<file path="src/spart_pkg.sv">
package spart_pkg;

  //////////////////////////////////////////////////
  // frame shape
  //////////////////////////////////////////////////

  // data bits per frame, sent lsb first
  localparam int data_bits = 8;

  //////////////////////////////////////////////////
  // oversampling
  //////////////////////////////////////////////////

  // ticks per bit period
  localparam int oversample = 16;
  // consecutive low ticks to confirm a start bit
  // lands the sample point near mid-bit
  localparam int start_qual = 8;
  // host baud divisor width
  localparam int div_width = 16;

  //////////////////////////////////////////////////
  // credit flow control
  //////////////////////////////////////////////////

  // rx credit counter, saturates at all ones
  localparam int credit_width = 4;
  // host side tx credits, one per tx holding slot
  localparam int tx_credits_init = 1;
  // rx credits held by the deframer out of reset
  localparam int rx_credits_init = 0;

endpackage
</file>
<file path="src/spart_top.sv">
`timescale 1ns/1ps

module spart_top (
  input  logic                            clk,
  input  logic                            rst,
  input  logic [spart_pkg::div_width-1:0] baud_div,
  input  logic                            rxd,
  output logic                            txd,
  input  logic [spart_pkg::data_bits-1:0] tx_data,
  input  logic                            tx_valid,
  output logic                            tx_credit,
  input  logic                            rx_credit,
  output logic [spart_pkg::data_bits-1:0] rx_data,
  output logic                            rx_valid,
  output logic                            rx_overrun,
  output logic                            rx_frame_err
);

  // shared 16x strobe
  logic tick;
  // sampler to deframer
  logic line;
  logic bit_start;
  logic bit_sample;

  //////////////////////////////////////////////////
  // tick generator
  //////////////////////////////////////////////////

  baud_gen i_baud_gen (
    .clk      (clk),
    .rst      (rst),
    .baud_div (baud_div),
    .tick     (tick)
  );

  //////////////////////////////////////////////////
  // receive chain
  //////////////////////////////////////////////////

  rx_sampler i_rx_sampler (
    .clk        (clk),
    .rst        (rst),
    .tick       (tick),
    .rxd        (rxd),
    .line       (line),
    .bit_start  (bit_start),
    .bit_sample (bit_sample)
  );

  rx_deframer i_rx_deframer (
    .clk          (clk),
    .rst          (rst),
    .line         (line),
    .bit_start    (bit_start),
    .bit_sample   (bit_sample),
    .rx_credit    (rx_credit),
    .rx_data      (rx_data),
    .rx_valid     (rx_valid),
    .rx_overrun   (rx_overrun),
    .rx_frame_err (rx_frame_err)
  );

  //////////////////////////////////////////////////
  // transmitter
  //////////////////////////////////////////////////

  tx_serializer i_tx_serializer (
    .clk       (clk),
    .rst       (rst),
    .tick      (tick),
    .tx_data   (tx_data),
    .tx_valid  (tx_valid),
    .txd       (txd),
    .tx_credit (tx_credit)
  );

endmodule

</file>
<file path="src/tx_serializer.sv">
`timescale 1ns/1ps

module tx_serializer (
  input  logic                            clk,
  input  logic                            rst,
  input  logic                            tick,
  input  logic [spart_pkg::data_bits-1:0] tx_data,
  input  logic                            tx_valid,
  output logic                            txd,
  output logic                            tx_credit
);
  import spart_pkg::*;

  // stop, data, start; bit 0 goes out next
  logic [data_bits+1:0] frame;
  // slot full
  logic busy;
  // first tick seen, start bit on the line
  logic started;
  logic [$clog2(oversample)-1:0] tick_cnt;
  // 0 start, 1..8 data, 9 stop
  logic [$clog2(data_bits + 2)-1:0] bit_cnt;
  logic bit_done;
  logic last_bit;
  logic shift;

  assign bit_done = started && (int'(tick_cnt) == oversample - 1);
  assign last_bit = int'(bit_cnt) == data_bits + 1;
  // next bit onto the line
  assign shift = busy && tick && (!started || (bit_done && !last_bit));

  //////////////////////////////////////////////////
  // frame register
  //////////////////////////////////////////////////

  always_ff @(posedge clk) begin
    if (tx_valid && !busy) begin
      frame <= {1'b1, tx_data, 1'b0};
    end else if (shift) begin
      frame <= {1'b1, frame[data_bits+1:1]};
    end
  end

  //////////////////////////////////////////////////
  // bit timing and credit return
  //////////////////////////////////////////////////

  always_ff @(posedge clk or posedge rst) begin
    if (rst) begin
      busy      <= 1'b0;
      started   <= 1'b0;
      tick_cnt  <= '0;
      bit_cnt   <= '0;
      txd       <= 1'b1;
      tx_credit <= 1'b0;
    end else begin
      tx_credit <= 1'b0;
      if (!busy) begin
        busy    <= tx_valid;
        started <= 1'b0;
      end else if (tick) begin
        if (!started) begin
          // start bit begins on the first tick
          started  <= 1'b1;
          txd      <= frame[0];
          tick_cnt <= '0;
          bit_cnt  <= '0;
        end else if (bit_done) begin
          tick_cnt <= '0;
          if (last_bit) begin
            // full stop bit sent, slot free again
            busy      <= 1'b0;
            started   <= 1'b0;
            txd       <= 1'b1;
            tx_credit <= 1'b1;
          end else begin
            txd     <= frame[0];
            bit_cnt <= bit_cnt + 1'b1;
          end
        end else begin
          tick_cnt <= tick_cnt + 1'b1;
        end
      end
    end
  end

  // host credit rule keeps tx_valid off a busy slot
  a_no_accept_busy: assert property (
    @(posedge clk) disable iff (rst) tx_valid |-> !busy
  );

endmodule

</file>
<file path="src/rx_deframer.sv">
`timescale 1ns/1ps

module rx_deframer (
  input  logic                            clk,
  input  logic                            rst,
  input  logic                            line,
  input  logic                            bit_start,
  input  logic                            bit_sample,
  input  logic                            rx_credit,
  output logic [spart_pkg::data_bits-1:0] rx_data,
  output logic                            rx_valid,
  output logic                            rx_overrun,
  output logic                            rx_frame_err
);
  import spart_pkg::*;

  // byte under assembly
  logic [data_bits-1:0] shreg;
  // data bits taken so far, data_bits means stop is next
  logic [$clog2(data_bits + 1)-1:0] bit_cnt;
  // slots granted by the host and not yet used
  logic [credit_width-1:0] credits;
  logic stop_seen;
  logic has_credit;
  logic grant;
  logic spend;

  //////////////////////////////////////////////////
  // byte assembly
  //////////////////////////////////////////////////

  assign stop_seen = bit_sample && (int'(bit_cnt) == data_bits);

  // lsb arrives first, shift right
  always_ff @(posedge clk) begin
    if (bit_sample && !stop_seen) begin
      shreg <= {line, shreg[data_bits-1:1]};
    end
  end

  // stays put from the stop sample until the next frame
  assign rx_data = shreg;

  always_ff @(posedge clk or posedge rst) begin
    if (rst) begin
      bit_cnt <= '0;
    end else if (bit_start) begin
      bit_cnt <= '0;
    end else if (bit_sample && !stop_seen) begin
      bit_cnt <= bit_cnt + 1'b1;
    end
  end

  //////////////////////////////////////////////////
  // credit accounting and delivery
  //////////////////////////////////////////////////

  assign has_credit = credits != '0;
  // grants past the top are lost
  assign grant = rx_credit && (credits != '1);
  assign spend = stop_seen && line && has_credit;

  always_ff @(posedge clk or posedge rst) begin
    if (rst) begin
      credits <= credit_width'(rx_credits_init);
    end else begin
      case ({grant, spend})
        2'b10:   credits <= credits + 1'b1;
        2'b01:   credits <= credits - 1'b1;
        // grant and delivery together cancel
        default: credits <= credits;
      endcase
    end
  end

  // outcome pulses one clock after the stop sample
  always_ff @(posedge clk or posedge rst) begin
    if (rst) begin
      rx_valid     <= 1'b0;
      rx_overrun   <= 1'b0;
      rx_frame_err <= 1'b0;
    end else begin
      rx_valid     <= spend;
      // good frame but nowhere to put it
      rx_overrun   <= stop_seen && line && !has_credit;
      // bad stop bit, no credit spent
      rx_frame_err <= stop_seen && !line;
    end
  end

  // delivery only on a credit held the cycle before
  a_valid_needs_credit: assert property (
    @(posedge clk) disable iff (rst) rx_valid |-> ($past(credits) != '0)
  );

  a_one_outcome: assert property (
    @(posedge clk) disable iff (rst) $onehot0({rx_valid, rx_overrun, rx_frame_err})
  );

endmodule

</file>
<file path="src/rx_sampler.sv">
`timescale 1ns/1ps

module rx_sampler (
  input  logic clk,
  input  logic rst,
  input  logic tick,
  input  logic rxd,
  output logic line,
  output logic bit_start,
  output logic bit_sample
);
  import spart_pkg::*;

  typedef enum logic {
    st_hunt,
    st_frame
  } state_t;

  // two-flop synchronizer, idle level high
  logic [1:0] sync;
  state_t state;
  // consecutive low ticks while hunting
  logic [$clog2(start_qual)-1:0] low_cnt;
  // ticks into the current bit
  logic [$clog2(oversample)-1:0] tick_cnt;
  // bit index, 0..7 data then stop
  logic [$clog2(data_bits + 1)-1:0] bit_cnt;
  logic last_bit;

  //////////////////////////////////////////////////
  // line synchronizer
  //////////////////////////////////////////////////

  always_ff @(posedge clk or posedge rst) begin
    if (rst) begin
      sync <= 2'b11;
    end else begin
      sync <= {sync[0], rxd};
    end
  end

  assign line = sync[1];

  //////////////////////////////////////////////////
  // start qualification and bit strobes
  //////////////////////////////////////////////////

  // start confirmed on the eighth low tick
  assign bit_start = tick && (state == st_hunt) && !line &&
                     (int'(low_cnt) == start_qual - 1);

  // one strobe per full bit period after start
  assign bit_sample = tick && (state == st_frame) &&
                      (int'(tick_cnt) == oversample - 1);

  // stop bit is the ninth strobe
  assign last_bit = int'(bit_cnt) == data_bits;

  always_ff @(posedge clk or posedge rst) begin
    if (rst) begin
      state    <= st_hunt;
      low_cnt  <= '0;
      tick_cnt <= '0;
      bit_cnt  <= '0;
    end else if (tick) begin
      case (state)
        st_hunt: begin
          if (line) begin
            // glitch or idle, start over
            low_cnt <= '0;
          end else if (bit_start) begin
            state    <= st_frame;
            low_cnt  <= '0;
            tick_cnt <= '0;
            bit_cnt  <= '0;
          end else begin
            low_cnt <= low_cnt + 1'b1;
          end
        end
        st_frame: begin
          if (bit_sample) begin
            tick_cnt <= '0;
            if (last_bit) begin
              // stop sampled, back to hunting
              state <= st_hunt;
            end else begin
              bit_cnt <= bit_cnt + 1'b1;
            end
          end else begin
            tick_cnt <= tick_cnt + 1'b1;
          end
        end
        default: state <= st_hunt;
      endcase
    end
  end

  // start and sample strobes never collide
  a_no_overlap: assert property (
    @(posedge clk) disable iff (rst) !(bit_start && bit_sample)
  );

  // strobes are single-cycle whatever the divisor
  a_start_pulse: assert property (
    @(posedge clk) disable iff (rst) bit_start |=> !bit_start
  );
  a_sample_pulse: assert property (
    @(posedge clk) disable iff (rst) bit_sample |=> !bit_sample
  );

endmodule

</file>
<file path="src/baud_gen.sv">
`timescale 1ns/1ps

module baud_gen (
  input  logic                         clk,
  input  logic                         rst,
  input  logic [spart_pkg::div_width-1:0] baud_div,
  output logic                         tick
);
  import spart_pkg::*;

  // ticks left until the next strobe
  logic [div_width-1:0] cnt;

  //////////////////////////////////////////////////
  // 16x strobe generator
  //////////////////////////////////////////////////

  // down-counter, reload on zero
  // period is baud_div + 1 clocks
  // new divisor only picked up at reload
  always_ff @(posedge clk or posedge rst) begin
    if (rst) begin
      cnt  <= '0;
      tick <= 1'b0;
    end else if (cnt == '0) begin
      cnt  <= baud_div;
      tick <= 1'b1;
    end else begin
      cnt  <= cnt - 1'b1;
      tick <= 1'b0;
    end
  end

endmodule

</file>
<file path="config.mk">
export PLATFORM = sky130hd
export DESIGN_NAME = spart_top
export DESIGN_NICKNAME = d
export VERILOG_FILES = /design/src/spart_pkg.sv /design/src/spart_top.sv /design/src/tx_serializer.sv /design/src/rx_deframer.sv /design/src/rx_sampler.sv /design/src/baud_gen.sv
export SDC_FILE = /design/constraint.sdc
export NUM_CORES = 1
export LEC_CHECK = 0
export BUFFER_PORTS_ARGS = -buffer_cell sky130_fd_sc_hd__buf_4
export CAP_MARGIN = 10
export CORE_MARGIN = 1
export CORE_UTILIZATION = 38
export DETAILED_ROUTE_END_ITERATION = 12
export PLACE_DENSITY = 0.6
export REMOVE_ABC_BUFFERS = 1
export SLEW_MARGIN = 10
export SYNTH_ARGS = -nofsm -noshare
export SYNTH_HDL_FRONTEND = slang
export SYNTH_HIERARCHICAL = 1
export SYNTH_SLANG_ARGS = --single-unit
</file>
<file path="constraint.sdc">
create_clock -name clk -period 2.75 [get_ports clk]
set_input_delay 0.275 -clock clk [delete_from_list [all_inputs] [get_ports clk]]
set_output_delay 0.275 -clock clk [all_outputs]
set_load 0.01 [all_outputs]
</file>
======== Word level (Yosys, flattened, before mapping) ========
Index checks and enable logic that the tools add are counted.
word-level totals
  register bits ........................... 71
  input bits .............................. 29
  output and inout port bits .............. 13
  word-level logic and storage cells ...... 123
operators by class
  muxes and demuxes ....................... 41
  equal/unequal tests ..................... 16
  bitwise gates (word level) .............. 1
  add/subtract/negate cells ............... 9
  reductions and logical operators ........ 35
operator list
  cell                                                 number
  2-to-1 mux 4 bit                                     12
  adder 4 x 1 -> 4 bit (second input constant)         6
  case mux 4 bit (2 select lines)                      3
  2-to-1 mux 1 bit                                     20
  2-to-1 mux 9 bit                                     2
  logical AND 1 bit                                    17
  logical NOT 16 bit                                   1
  2-to-1 mux 16 bit                                    1
  subtractor 16 x 1 -> 16 bit (second input constant)  1
  == test 4 bit (second input constant)                3
  != test 2 bit (second input constant)                6
  == test 4 x 1 -> 1 bit (second input constant)       2
  logical NOT 1 bit                                    6
  2-to-1 mux 3 bit                                     2
  AND reduction 3 bit                                  2
  nonzero test 2 bit                                   3
  AND reduction 5 bit                                  1
  != test 4 bit (second input constant)                1
  AND reduction 2 bit                                  2
  AND reduction 4 bit                                  1
  nonzero test 4 bit                                   1
  subtractor 4 x 1 -> 4 bit (second input constant)    1
  adder 3 x 1 -> 3 bit (second input constant)         1
  == test 3 x 1 -> 1 bit (second input constant)       1
  other kinds (6)                                      6

======== Longest topological paths before layout ========
Gate-level depths: netlist (run 1).
  depth in word-level cells ............... 7
  mapped depth ............................ 13

======== Hierarchy ========
Netlist (run 1), hierarchy kept.
by module, submodules not included
  module         area each (um2)  cells each  instances  seq. area each (um2)
  tx_serializer  1036.0           89          1          561.8
  baud_gen       900.9            97          1          425.4
  rx_deframer    829.5            66          1          515.5
  rx_sampler     708.2            68          1          352.8

======== Least setup slack after synthesis (run 1) ========
No wires, ideal clock.
  path type ............................... reg2reg
  start ................................... register i_baud_gen.cnt[8]
  end ..................................... register i_baud_gen.cnt[12]
  data required time ...................... 2.626 ns
  data arrival time ....................... 2.291 ns
  slack ................................... 0.335 ns
  stages on the path, launching flop included .. 7
  cell sequence ........................... dfrtp_1 or4_4 or4b_4 or3_1 clkbuf_1 nor3b_1 a211o_1
on the way
  word-level cells in the longest chain between the ends .. 2
ends and longest elaborated chain
  item                                                                      line                            text
  start, declared                                                           baud_gen.sv:12                  logic [div_width-1:0] cnt;
  start signal, assigned                                                    baud_gen.sv:26                  cnt <= baud_div;
  start signal, assigned                                                    baud_gen.sv:29                  cnt <= cnt - 1'b1;
  subtractor 16 x 1 -> 16 bit / logical NOT 16 bit (equally long branches)  baud_gen.sv:29, baud_gen.sv:25
  2-to-1 mux 16 bit (*)                                                     baud_gen.sv:25                  end else if (cnt == '0) begin
Every way passes the cells marked *; elsewhere a longest branch is shown, timed or not.
A chain may end at the register's enable or synchronous reset.

======== Worst setup path after layout (run 1) ========
  start ................................... register i_rx_sampler.tick_cnt[0]
  end ..................................... register i_rx_deframer.credits[2]
on the way
  word-level cells in the longest chain between the ends .. 7
ends and longest elaborated chain
  item                                                                          line               text
  start, declared                                                               rx_sampler.sv:25   logic [$clog2(oversample)-1:0] tick_cnt;
  start signal, assigned                                                        rx_sampler.sv:90   tick_cnt <= tick_cnt + 1'b1;
  == test 4 x 1 -> 1 bit (*)                                                    rx_sampler.sv:54   (int'(tick_cnt) == oversample - 1);
  logical AND 1 bit (*)                                                         rx_sampler.sv:53   assign bit_sample = tick && (state == st_frame) &&
  named net bit_sample                                                          spart_top.sv:24    logic bit_sample;
  logical AND 1 bit (*)                                                         rx_deframer.sv:32  assign stop_seen = bit_sample && (int'(bit_cnt) == data_bits);
  logical AND 1 bit (*) (2 in a row)                                            rx_deframer.sv:61  assign spend = stop_seen && line && has_credit;
  named net i_rx_deframer.spend                                                 rx_deframer.sv:26  logic spend;
  == test 2 x 1 -> 1 bit / == test 2 bit (equally long branches)                rx_deframer.sv:67  case ({grant, spend})
  case mux 4 bit (2 select lines) / nonzero test 2 bit (equally long branches)  -
  end signal, assigned                                                          rx_deframer.sv:65  credits <= credit_width'(rx_credits_init);
  end signal, assigned                                                          rx_deframer.sv:68  2'b10: credits <= credits + 1'b1;
  end signal, assigned                                                          rx_deframer.sv:69  2'b01: credits <= credits - 1'b1;
  end, declared                                                                 rx_deframer.sv:22  logic [credit_width-1:0] credits;
The timed path passes the listed nets; every way through them passes the cells marked *.

==> metrics.md, run 1 <==
| Metric | Value |
|---|---|
| Delay-heaviest family, CP | simple AND/OR/NAND/NOR gates |
| Clock root buffer | clkbuf_8 |
| Critical path class | register to register |
| Fin. Hold Viols | 0 |
| Slew Limit Fails | 0 |
| Peak VDD IR | 0.363 mV |
| Inserted Clock Buffers | 9 |
| GR Overflow Total | 0 |
| CTS tree | built |
| Worst Hold Class | primary input to register |
| # clock sinks | 71 |
| Yosys top cell by area | dfrtp_1 |
| Die Height | 97.6 um |
| Mapped Avg Cell Area | 10.9 um2 |
| Post-synthesis simple-gate area fraction | 18.9% |
| Post-synthesis compound-gate area fraction | 11.6% |
| # diodes | 0 |
| Die area | 0.00953 mm2 |
| Clock Tree Buf Depth | 2 |
| Setup_tns | 0 ns |
| Core area | 0.00881 mm2 |
| Max FFs per register | 16 |
| Slowest stage cell, crit path | dfrtp_1 |
| Routed WL | 6560 um |
| RSZ-0062 raised after global routing | no |
| Violated checks | design-rule violations |
| Via Count | 2488 |
| Final cell count without fillers | 482 |
| Cell variety after synth | 51 |
| First-pass GRT wire length | 11900 um |
| Crit start category | register |
| Sequential Area | 0.00186 mm2 |
| # setup viols final | 0 |
| Synth Area in XOR/XNOR | 5.04% |
| Die width | 97.6 um |
| Row count | 34 |
| DR iter-0 viols | 55 |
| WL per Instance | 13.6 um |
| Drt via density | 5.16 |
| Drc violations | 10 |
| CP arrival | 2.75 ns |
| Area of the multi-input gates | 0.00150 mm2 |
| Final ANT Viol Nets | 0 |
| Reg clk slew, reported paths | 0.08 ns |
| GRT Total Usage | 15.6% |
| Layout Nets | 413 |
| Worst Path Buf+Inv | 0 |
| Pwr Density | 614 mW/mm2 |
| Max Cap Viol | 0 |
| Leak | 0.00180 uW |
| Fmax | 0.398 GHz |
| Reg with most FFs | i_baud_gen/cnt |
| Post-Syn Instances | 320 |
| Final Wtd Congestion | 0.785 |
| Layout Skew | 0.0146 ns |
| Post-synth EDFFs | 16 |
| Period utilization | 91.4% |
| Post-synthesis sequential area ratio | 53.4% |
| Crit path time final | 2.51 ns |
| Flops & latches, synth | 71 |
| Top cell type's share of synthesized area | 36.7% |
| Pre-antenna DRT Iters | 8 |
| DPL Wire Length | 4660 um |
| Fraction of registers with async set/reset | 76.1% |
| Worst Tran Pin Value | 0.643 ns |
| H-tree Lvls | 3 |
| Largest net degree at the start of global routing | 23 |
| Critical path's largest stage delay | 0.38 ns |
| Share of layout cells above drive strength 1 | 20.9% |
| Post-synthesis mux area share | 2.16% |
| Slew headroom | 57.1% |
| Data required, critical path | 2.98 ns |
| Crit end category | register |
| Placed cells | 465 |
| Vias in the first global route | 2647 |
| Status | finished, violations left |
| Post-cts gate resize count | 0 |
| Synth-to-layout area growth | 18.2% |
| Main area contributors after synthesis | dfrtp_1 (37%), edfxtp_1 (14%), ha_1 (5.4%) |
| Top FF cell, synth | dfrtp_1 |
| Adder-cell share of the synthesized area | 5.40% |
| Post-Syn Area | 0.00347 mm2 |
| Combinational family with the most area after synthesis | simple AND/OR/NAND/NOR gates |
| Maximum fanout along the worst path | 8 |
| Worst skew pair latency | 0.34 ns |
| Fillers | 825 |
| Antenna violations before repair | 0 |
| I/O Pins | 42 |
| Starting density of the core | 39.5% |
| Crit path cell chain | ha_1, and3_1, and2_4, nand3_1, nor2_1, ha_1, xor2_1, ha_1, a21oi_1, xor2_1, nor2_1, xor2_1 |
| Port bufs | 41 |
| Yosys Warn Count | 6 |
report_power, final:
part | leakage, uW | total, uW | internal, uW | switching [uW]
combinational | 0.000851 | 353 | 198 | 155
sequential | 0.000848 | 1350 | 1200 | 151
clock | 0.0000992 | 825 | 420 | 405
total | 0.00180 | 2520 | 1810 | 711
final cells by class:
| cell class | instances | area share (%) |
|---|---|---|
| Clock inverter | 7 | 1.80 |
| Multi-Input combinational cell | 223 | 36.4 |
| Clock buffer | 9 | 3.02 |
| Sequential cell | 71 | 45.2 |
| Inverter | 16 | 1.46 |
| Tap cell | 108 | 3.29 |
| Timing Repair Buffer | 48 | 8.83 |
stage by stage:
step	instance area [um2]	total power [uW]	worst slack, ns	utilization, %	hold WS (ns)
finish	4110	2520	0.237	46.6	0.0408
global route	4110	2700	0.00217	46.6	0.0130
CTS	4110	2570	0.246	46.6	0.0215
floorplan	3410	1600	0.122	-	0.127
detailed placement	3900	1720	0.225	44.3	0.347
global placement	3900	1700	0.363	44.3	0.345
worst register-to-register path, cell delays in order (launching register included):
cell	delay [ns]
dfrtp_1	0.38
ha_1	0.22
and3_1	0.19
and2_4	0.19
nand3_1	0.11
nor2_1	0.23
ha_1	0.31
xor2_1	0.11
ha_1	0.18
a21oi_1	0.14
xor2_1	0.16
nor2_1	0.06
xor2_1	0.14
timing repair:
action,in CTS,in global routing
hold buffers,1,0
endpoints found under the hold margin,22,0
setup buffers,0,0
synth_stat cells (4+ instances only):
cell      instances
a21oi_1          18
a22o_1           11
and3_1            4
clkbuf_1          5
dfrtp_1          51
edfxtp_1         16
ha_1             15
inv_1            15
nand2_1          22
nand2b_1          6
nand3_1          16
nand3b_1          4
nor2_1           31
nor2b_1           4
nor3_1            5
nor4_1            5
o21ai_0          12
o31ai_1           4
or3_1             4
or4_1             6
xnor2_1          12
xor2_1            8
kinds of logic after synthesis:
logic type / Yosys count
and+or+nand+nor: 122
DFF: 71
AOI/OAI and AO/OA: 59
buffers and inverters: 26
xor gates and xnor gates: 20
adders and majority gates: 15
muxes: 7
placed cells by master, fill, tap and decap left out, types with 4 or more instances in the layout:
master,n
xnor2_1,12
o31ai_1,4
nor4_1,5
and3_1,4
clkbuf_8,9
a21oi_1,18
ha_1,15
o21ai_0,12
nand2_1,22
nor2_1,31
or3_1,4
a22o_1,11
edfxtp_1,16
inv_1,15
dfrtp_1,51
or4_1,6
nand3b_1,4
nor3_1,5
xor2_1,8
nand3_1,16
nand2b_1,6
buf_4,47
nor2b_1,4
worst paths after layout:
kind,start,endpoint,slack (ns),cells after the start
min,rxd,i_rx_sampler/sync[0]$_DFF_PP1_,0.04,1
max in group asynchronous,rst,i_baud_gen/cnt[0]$_DFF_PP0_,1.72,3
min reg2reg,i_rx_sampler/sync[0]$_DFF_PP1_,i_rx_sampler/sync[1]$_DFF_PP1_,0.36,0
max,i_rx_sampler/tick_cnt[0]$_DFFE_PP0P_,i_rx_deframer/credits[2]$_DFFE_PP0P_,0.24,12
max reg2reg,i_rx_sampler/tick_cnt[0]$_DFFE_PP0P_,i_rx_deframer/credits[2]$_DFFE_PP0P_,0.24,12
min in group asynchronous,rst,i_rx_deframer/rx_overrun$_DFF_PP0_,0.52,3
per-layer routing:
| metal | track usage, % | part of all wire (%) | up-vias | wire, um |
|---|---|---|---|---|
| li1 | - | - | 1247 | - |
| met1 | 19.6 | 48 | 1186 | 3140 |
| met2 | 26.0 | 47 | 49 | 3100 |
| met3 | 5.04 | 3.9 | 6 | 256 |
| met4 | 3.50 | 0.81 | 0 | 53 |
| met5 | 0 | 0 | - | 0 |
Power figures use the tool's default switching activity.
==> run 2, diff against run 1 <==
- CORE_UTILIZATION: 38 -> 58
- PLACE_DENSITY: 0.6 -> 0.84
- SYNTH_HIERARCHICAL: 1 -> default
==> metrics.md, run 2 <==
| Metric | Value |
|---|---|
| Status | completed |
| Met2 Use GR | 39.7% |
| Placement Setup Slack | 0.240 ns |
| Worst Path Buf+Inv | 0 |
| Post-CTS Repair Setup Buffers | 0 |
| Fmax | 0.395 GHz |
| Port bufs | 41 |
| # clock sinks | 71 |
| Largest net degree at the start of global routing | 39 |
| Post-Syn Area | 0.00347 mm2 |
| Reg with most FFs | i_baud_gen.cnt |
| Routed WL | 6560 um |
| Antenna violations before repair | 0 |
| Met1 Use GR | 28.6% |
| Share of layout cells above drive strength 1 | 22.5% |
| Flops & latches, synth | 71 |
| Flop pwr share | 54.5% |
| Starting density of the core | 61.6% |
| Slowest stage cell, crit path | dfrtp_1 |
| Die area | 0.00630 mm2 |
| Clock Tree Buf Depth | 2 |
| Crit end category | register |
| # diodes | 0 |
| Die width | 79.4 um |
| DPL Wire Length | 4700 um |
| Commonest cells after routing, fill and taps aside | dfrtp_1 (51), buf_4 (48), nor2_1 (20) |
| DR iter-0 viols | 72 |
| RSZ-0062 raised after global routing | no |
| GRT Total Usage | 23.3% |
| Top FF cell, synth | dfrtp_1 |
| Clock Power Share | 29.4% |
| Top cell type's share of synthesized area | 36.7% |
| Max FFs per register | 16 |
| Most frequent cell after synthesis | dfrtp_1 |
| Tot Pwr | 2500 uW |
| Row count | 27 |
| Commonest non-fill, non-tap cell in the layout | dfrtp_1 |
| Drc violations | 0 |
| Peak VDD IR | 0.434 mV |
| Post-synthesis simple-gate area fraction | 18.5% |
| Synth Area in XOR/XNOR | 4.79% |
| Post-synth EDFFs | 16 |
| Via Count | 2478 |
| I/O Pins | 42 |
| Setup_tns | 0 ns |
| Cell variety after synth | 51 |
| Fraction of registers with async set/reset | 76.1% |
| H-tree Lvls | 3 |
| Layout Nets | 403 |
| Critical path class | register to register |
| Hold-fix buffers at CTS | 1 |
| Reported net switching power | 705 uW |
| Combinational family with the most area after synthesis | simple AND/OR/NAND/NOR gates |
| Crit start category | register |
| Crit path time final | 2.53 ns |
| Most Crowded Layer GR | met2 |
| Yosys top cell by area | dfrtp_1 |
| Post-synthesis mux area share | 4.50% |
| WL per Instance | 15.0 um |
| Vias in the first global route | 2560 |
| Final Util | 71.7% |
| First-pass GRT wire length | 11200 um |
| Critical path's largest stage delay | 0.38 ns |
| Inserted Clock Buffers | 9 |
| Fin. Hold Viols | 0 |
| Post-cts gate resize count | 0 |
| Die Height | 79.4 um |
| Layout Skew | 0.0106 ns |
| Post-Syn Instances | 311 |
| Placed cells | 419 |
| Yosys Warn Count | 0 |
| # setup viols final | 0 |
| Int Pwr | 1800 uW |
| Commonest cells post-synth | dfrtp_1 (51), nor2_1 (20), nand2_1 (17), edfxtp_1 (16), nor3_1 (16) |
| Final Wtd Congestion | 0.808 |
| Period utilization | 92.2% |
| Mapped Avg Cell Area | 11.2 um2 |
| Reg clk slew, reported paths | 0.08 ns |
| Worst skew pair latency | 0.34 ns |
| CP arrival | 2.80 ns |
| Core area | 0.00564 mm2 |
| Pwr Density | 619 mW/mm2 |
| Max Cap Viol | 0 |
| Clock root buffer | clkbuf_8 |
| Post-synthesis sequential area ratio | 53.4% |
| Synth-to-layout area growth | 16.4% |
| CTS tree | built |
| Main area contributors after synthesis | dfrtp_1 (37%), edfxtp_1 (14%), ha_1 (5.4%) |
| Final ANT Viol Nets | 0 |
| GR Overflow Total | 0 |
| Worst Tran Pin Value | 0.633 ns |
| Setup ws final | 0.215 ns |
| Post-synthesis compound-gate area fraction | 10.0% |
| Met3 Resource Use GR | 4.23% |
| Drt via density | 5.68 |
| Final cell count without fillers | 436 |
| Maximum fanout along the worst path | 5 |
| Data required, critical path | 3.01 ns |
| Adder-cell share of the synthesized area | 5.40% |
| Worst Hold Class | primary input to register |
| Fillers | 405 |
| Leak | 0.00175 uW |
| Crit path cell chain | ha_1, nand3_1, nor3_1, and3_1, ha_1, xor2_1, ha_1, a21oi_1, xor2_1, nor2_1, xor2_1 |
| Slew Limit Fails | 0 |
| Sw Share | 28.2% |
| Logic pwr share | 16.1% |
| Delay-heaviest family, CP | simple AND/OR/NAND/NOR gates |
| Slew headroom | 57.8% |
| Pre-antenna DRT Iters | 4 |
-- run 2: cell types whose count changed after synthesis, moves of 3 or more --
cell,before,now
or4_1,6,1
nand2_1,22,17
nor3b_1,1,4
nor4_1,5,0
or3_1,4,1
clkbuf_1,5,9
o21ai_1,3,0
nor3_1,5,16
mux2_2,2,9
a21oi_1,18,11
nor2_1,31,20
nand4_1,3,8
-- run 2: per-layer routing --
layer | wire length, um | part of all wire (%)
met1 | 2930 | 45
met3 | 229 | 3.5
met2 | 3300 | 50
met4 | 102 | 1.6
met5 | 0 | 0
-- run 2: power groups by stage --
stage	combinational (uW)	clock (uW)	sequential, uW
after floorplan	313	0	1340
after global placement	381	0	1370
after detailed placement	401	0	1380
after CTS	406	750	1360
after global routing	450	802	1380
final	403	736	1370
-- run 2: cell type report --
class / instances / area (um2) / area share (%)
clock buffer: 15 / 166 / 4.12
tap: 72 / 90.1 / 2.23
clock inverter: 1 / 5.00 / 0.124
inverter: 15 / 56.3 / 1.39
sequential: 71 / 1860 / 45.9
timing repair buffer: 49 / 370 / 9.16
multi-input combinational: 213 / 1500 / 37.1
-- run 2: worst paths after layout --
check / from / to / slack, ns / cells after the start
setup / recovery: i_rx_sampler.tick_cnt[0]$_DFFE_PP0P_ / i_rx_deframer.credits[2]$_DFFE_PP0P_ / 0.22 / 11
hold / removal: rxd / i_rx_sampler.sync[0]$_DFF_PP1_ / 0.05 / 1
setup reg to reg: i_rx_sampler.tick_cnt[0]$_DFFE_PP0P_ / i_rx_deframer.credits[2]$_DFFE_PP0P_ / 0.22 / 11
hold reg to reg: i_rx_sampler.sync[0]$_DFF_PP1_ / i_rx_sampler.sync[1]$_DFF_PP1_ / 0.36 / 0
max in group asynchronous: rst / i_rx_sampler.sync[1]$_DFF_PP1_ / 1.47 / 4
min in group asynchronous: rst / i_tx_serializer.tick_cnt[0]$_DFFE_PP0P_ / 0.46 / 3
-- run 2: through the flow --
step | hold WS (ns) | cell area [um2]
2_1_floorplan | 0.279 | 3410
3_3_place_gp | 0.276 | 3860
3_5_place_dp | 0.276 | 3860
4_1_cts | 0.0325 | 4040
5_1_grt | 0.0372 | 4040
6_report | 0.0451 | 4040
-- run 2: cell families (layout without fill, tap and decap cells) --
kind of cell | Yosys count | after routing
AO/OA/AOI/OAI | 52 | 52
multiplexers | 14 | 14
XOR/XNOR | 19 | 19
adder cells (fa/ha/maj) | 15 | 15
AND/OR/NAND/NOR | 113 | 113
buffers and inverters | 27 | 80
flip-flops | 71 | 71
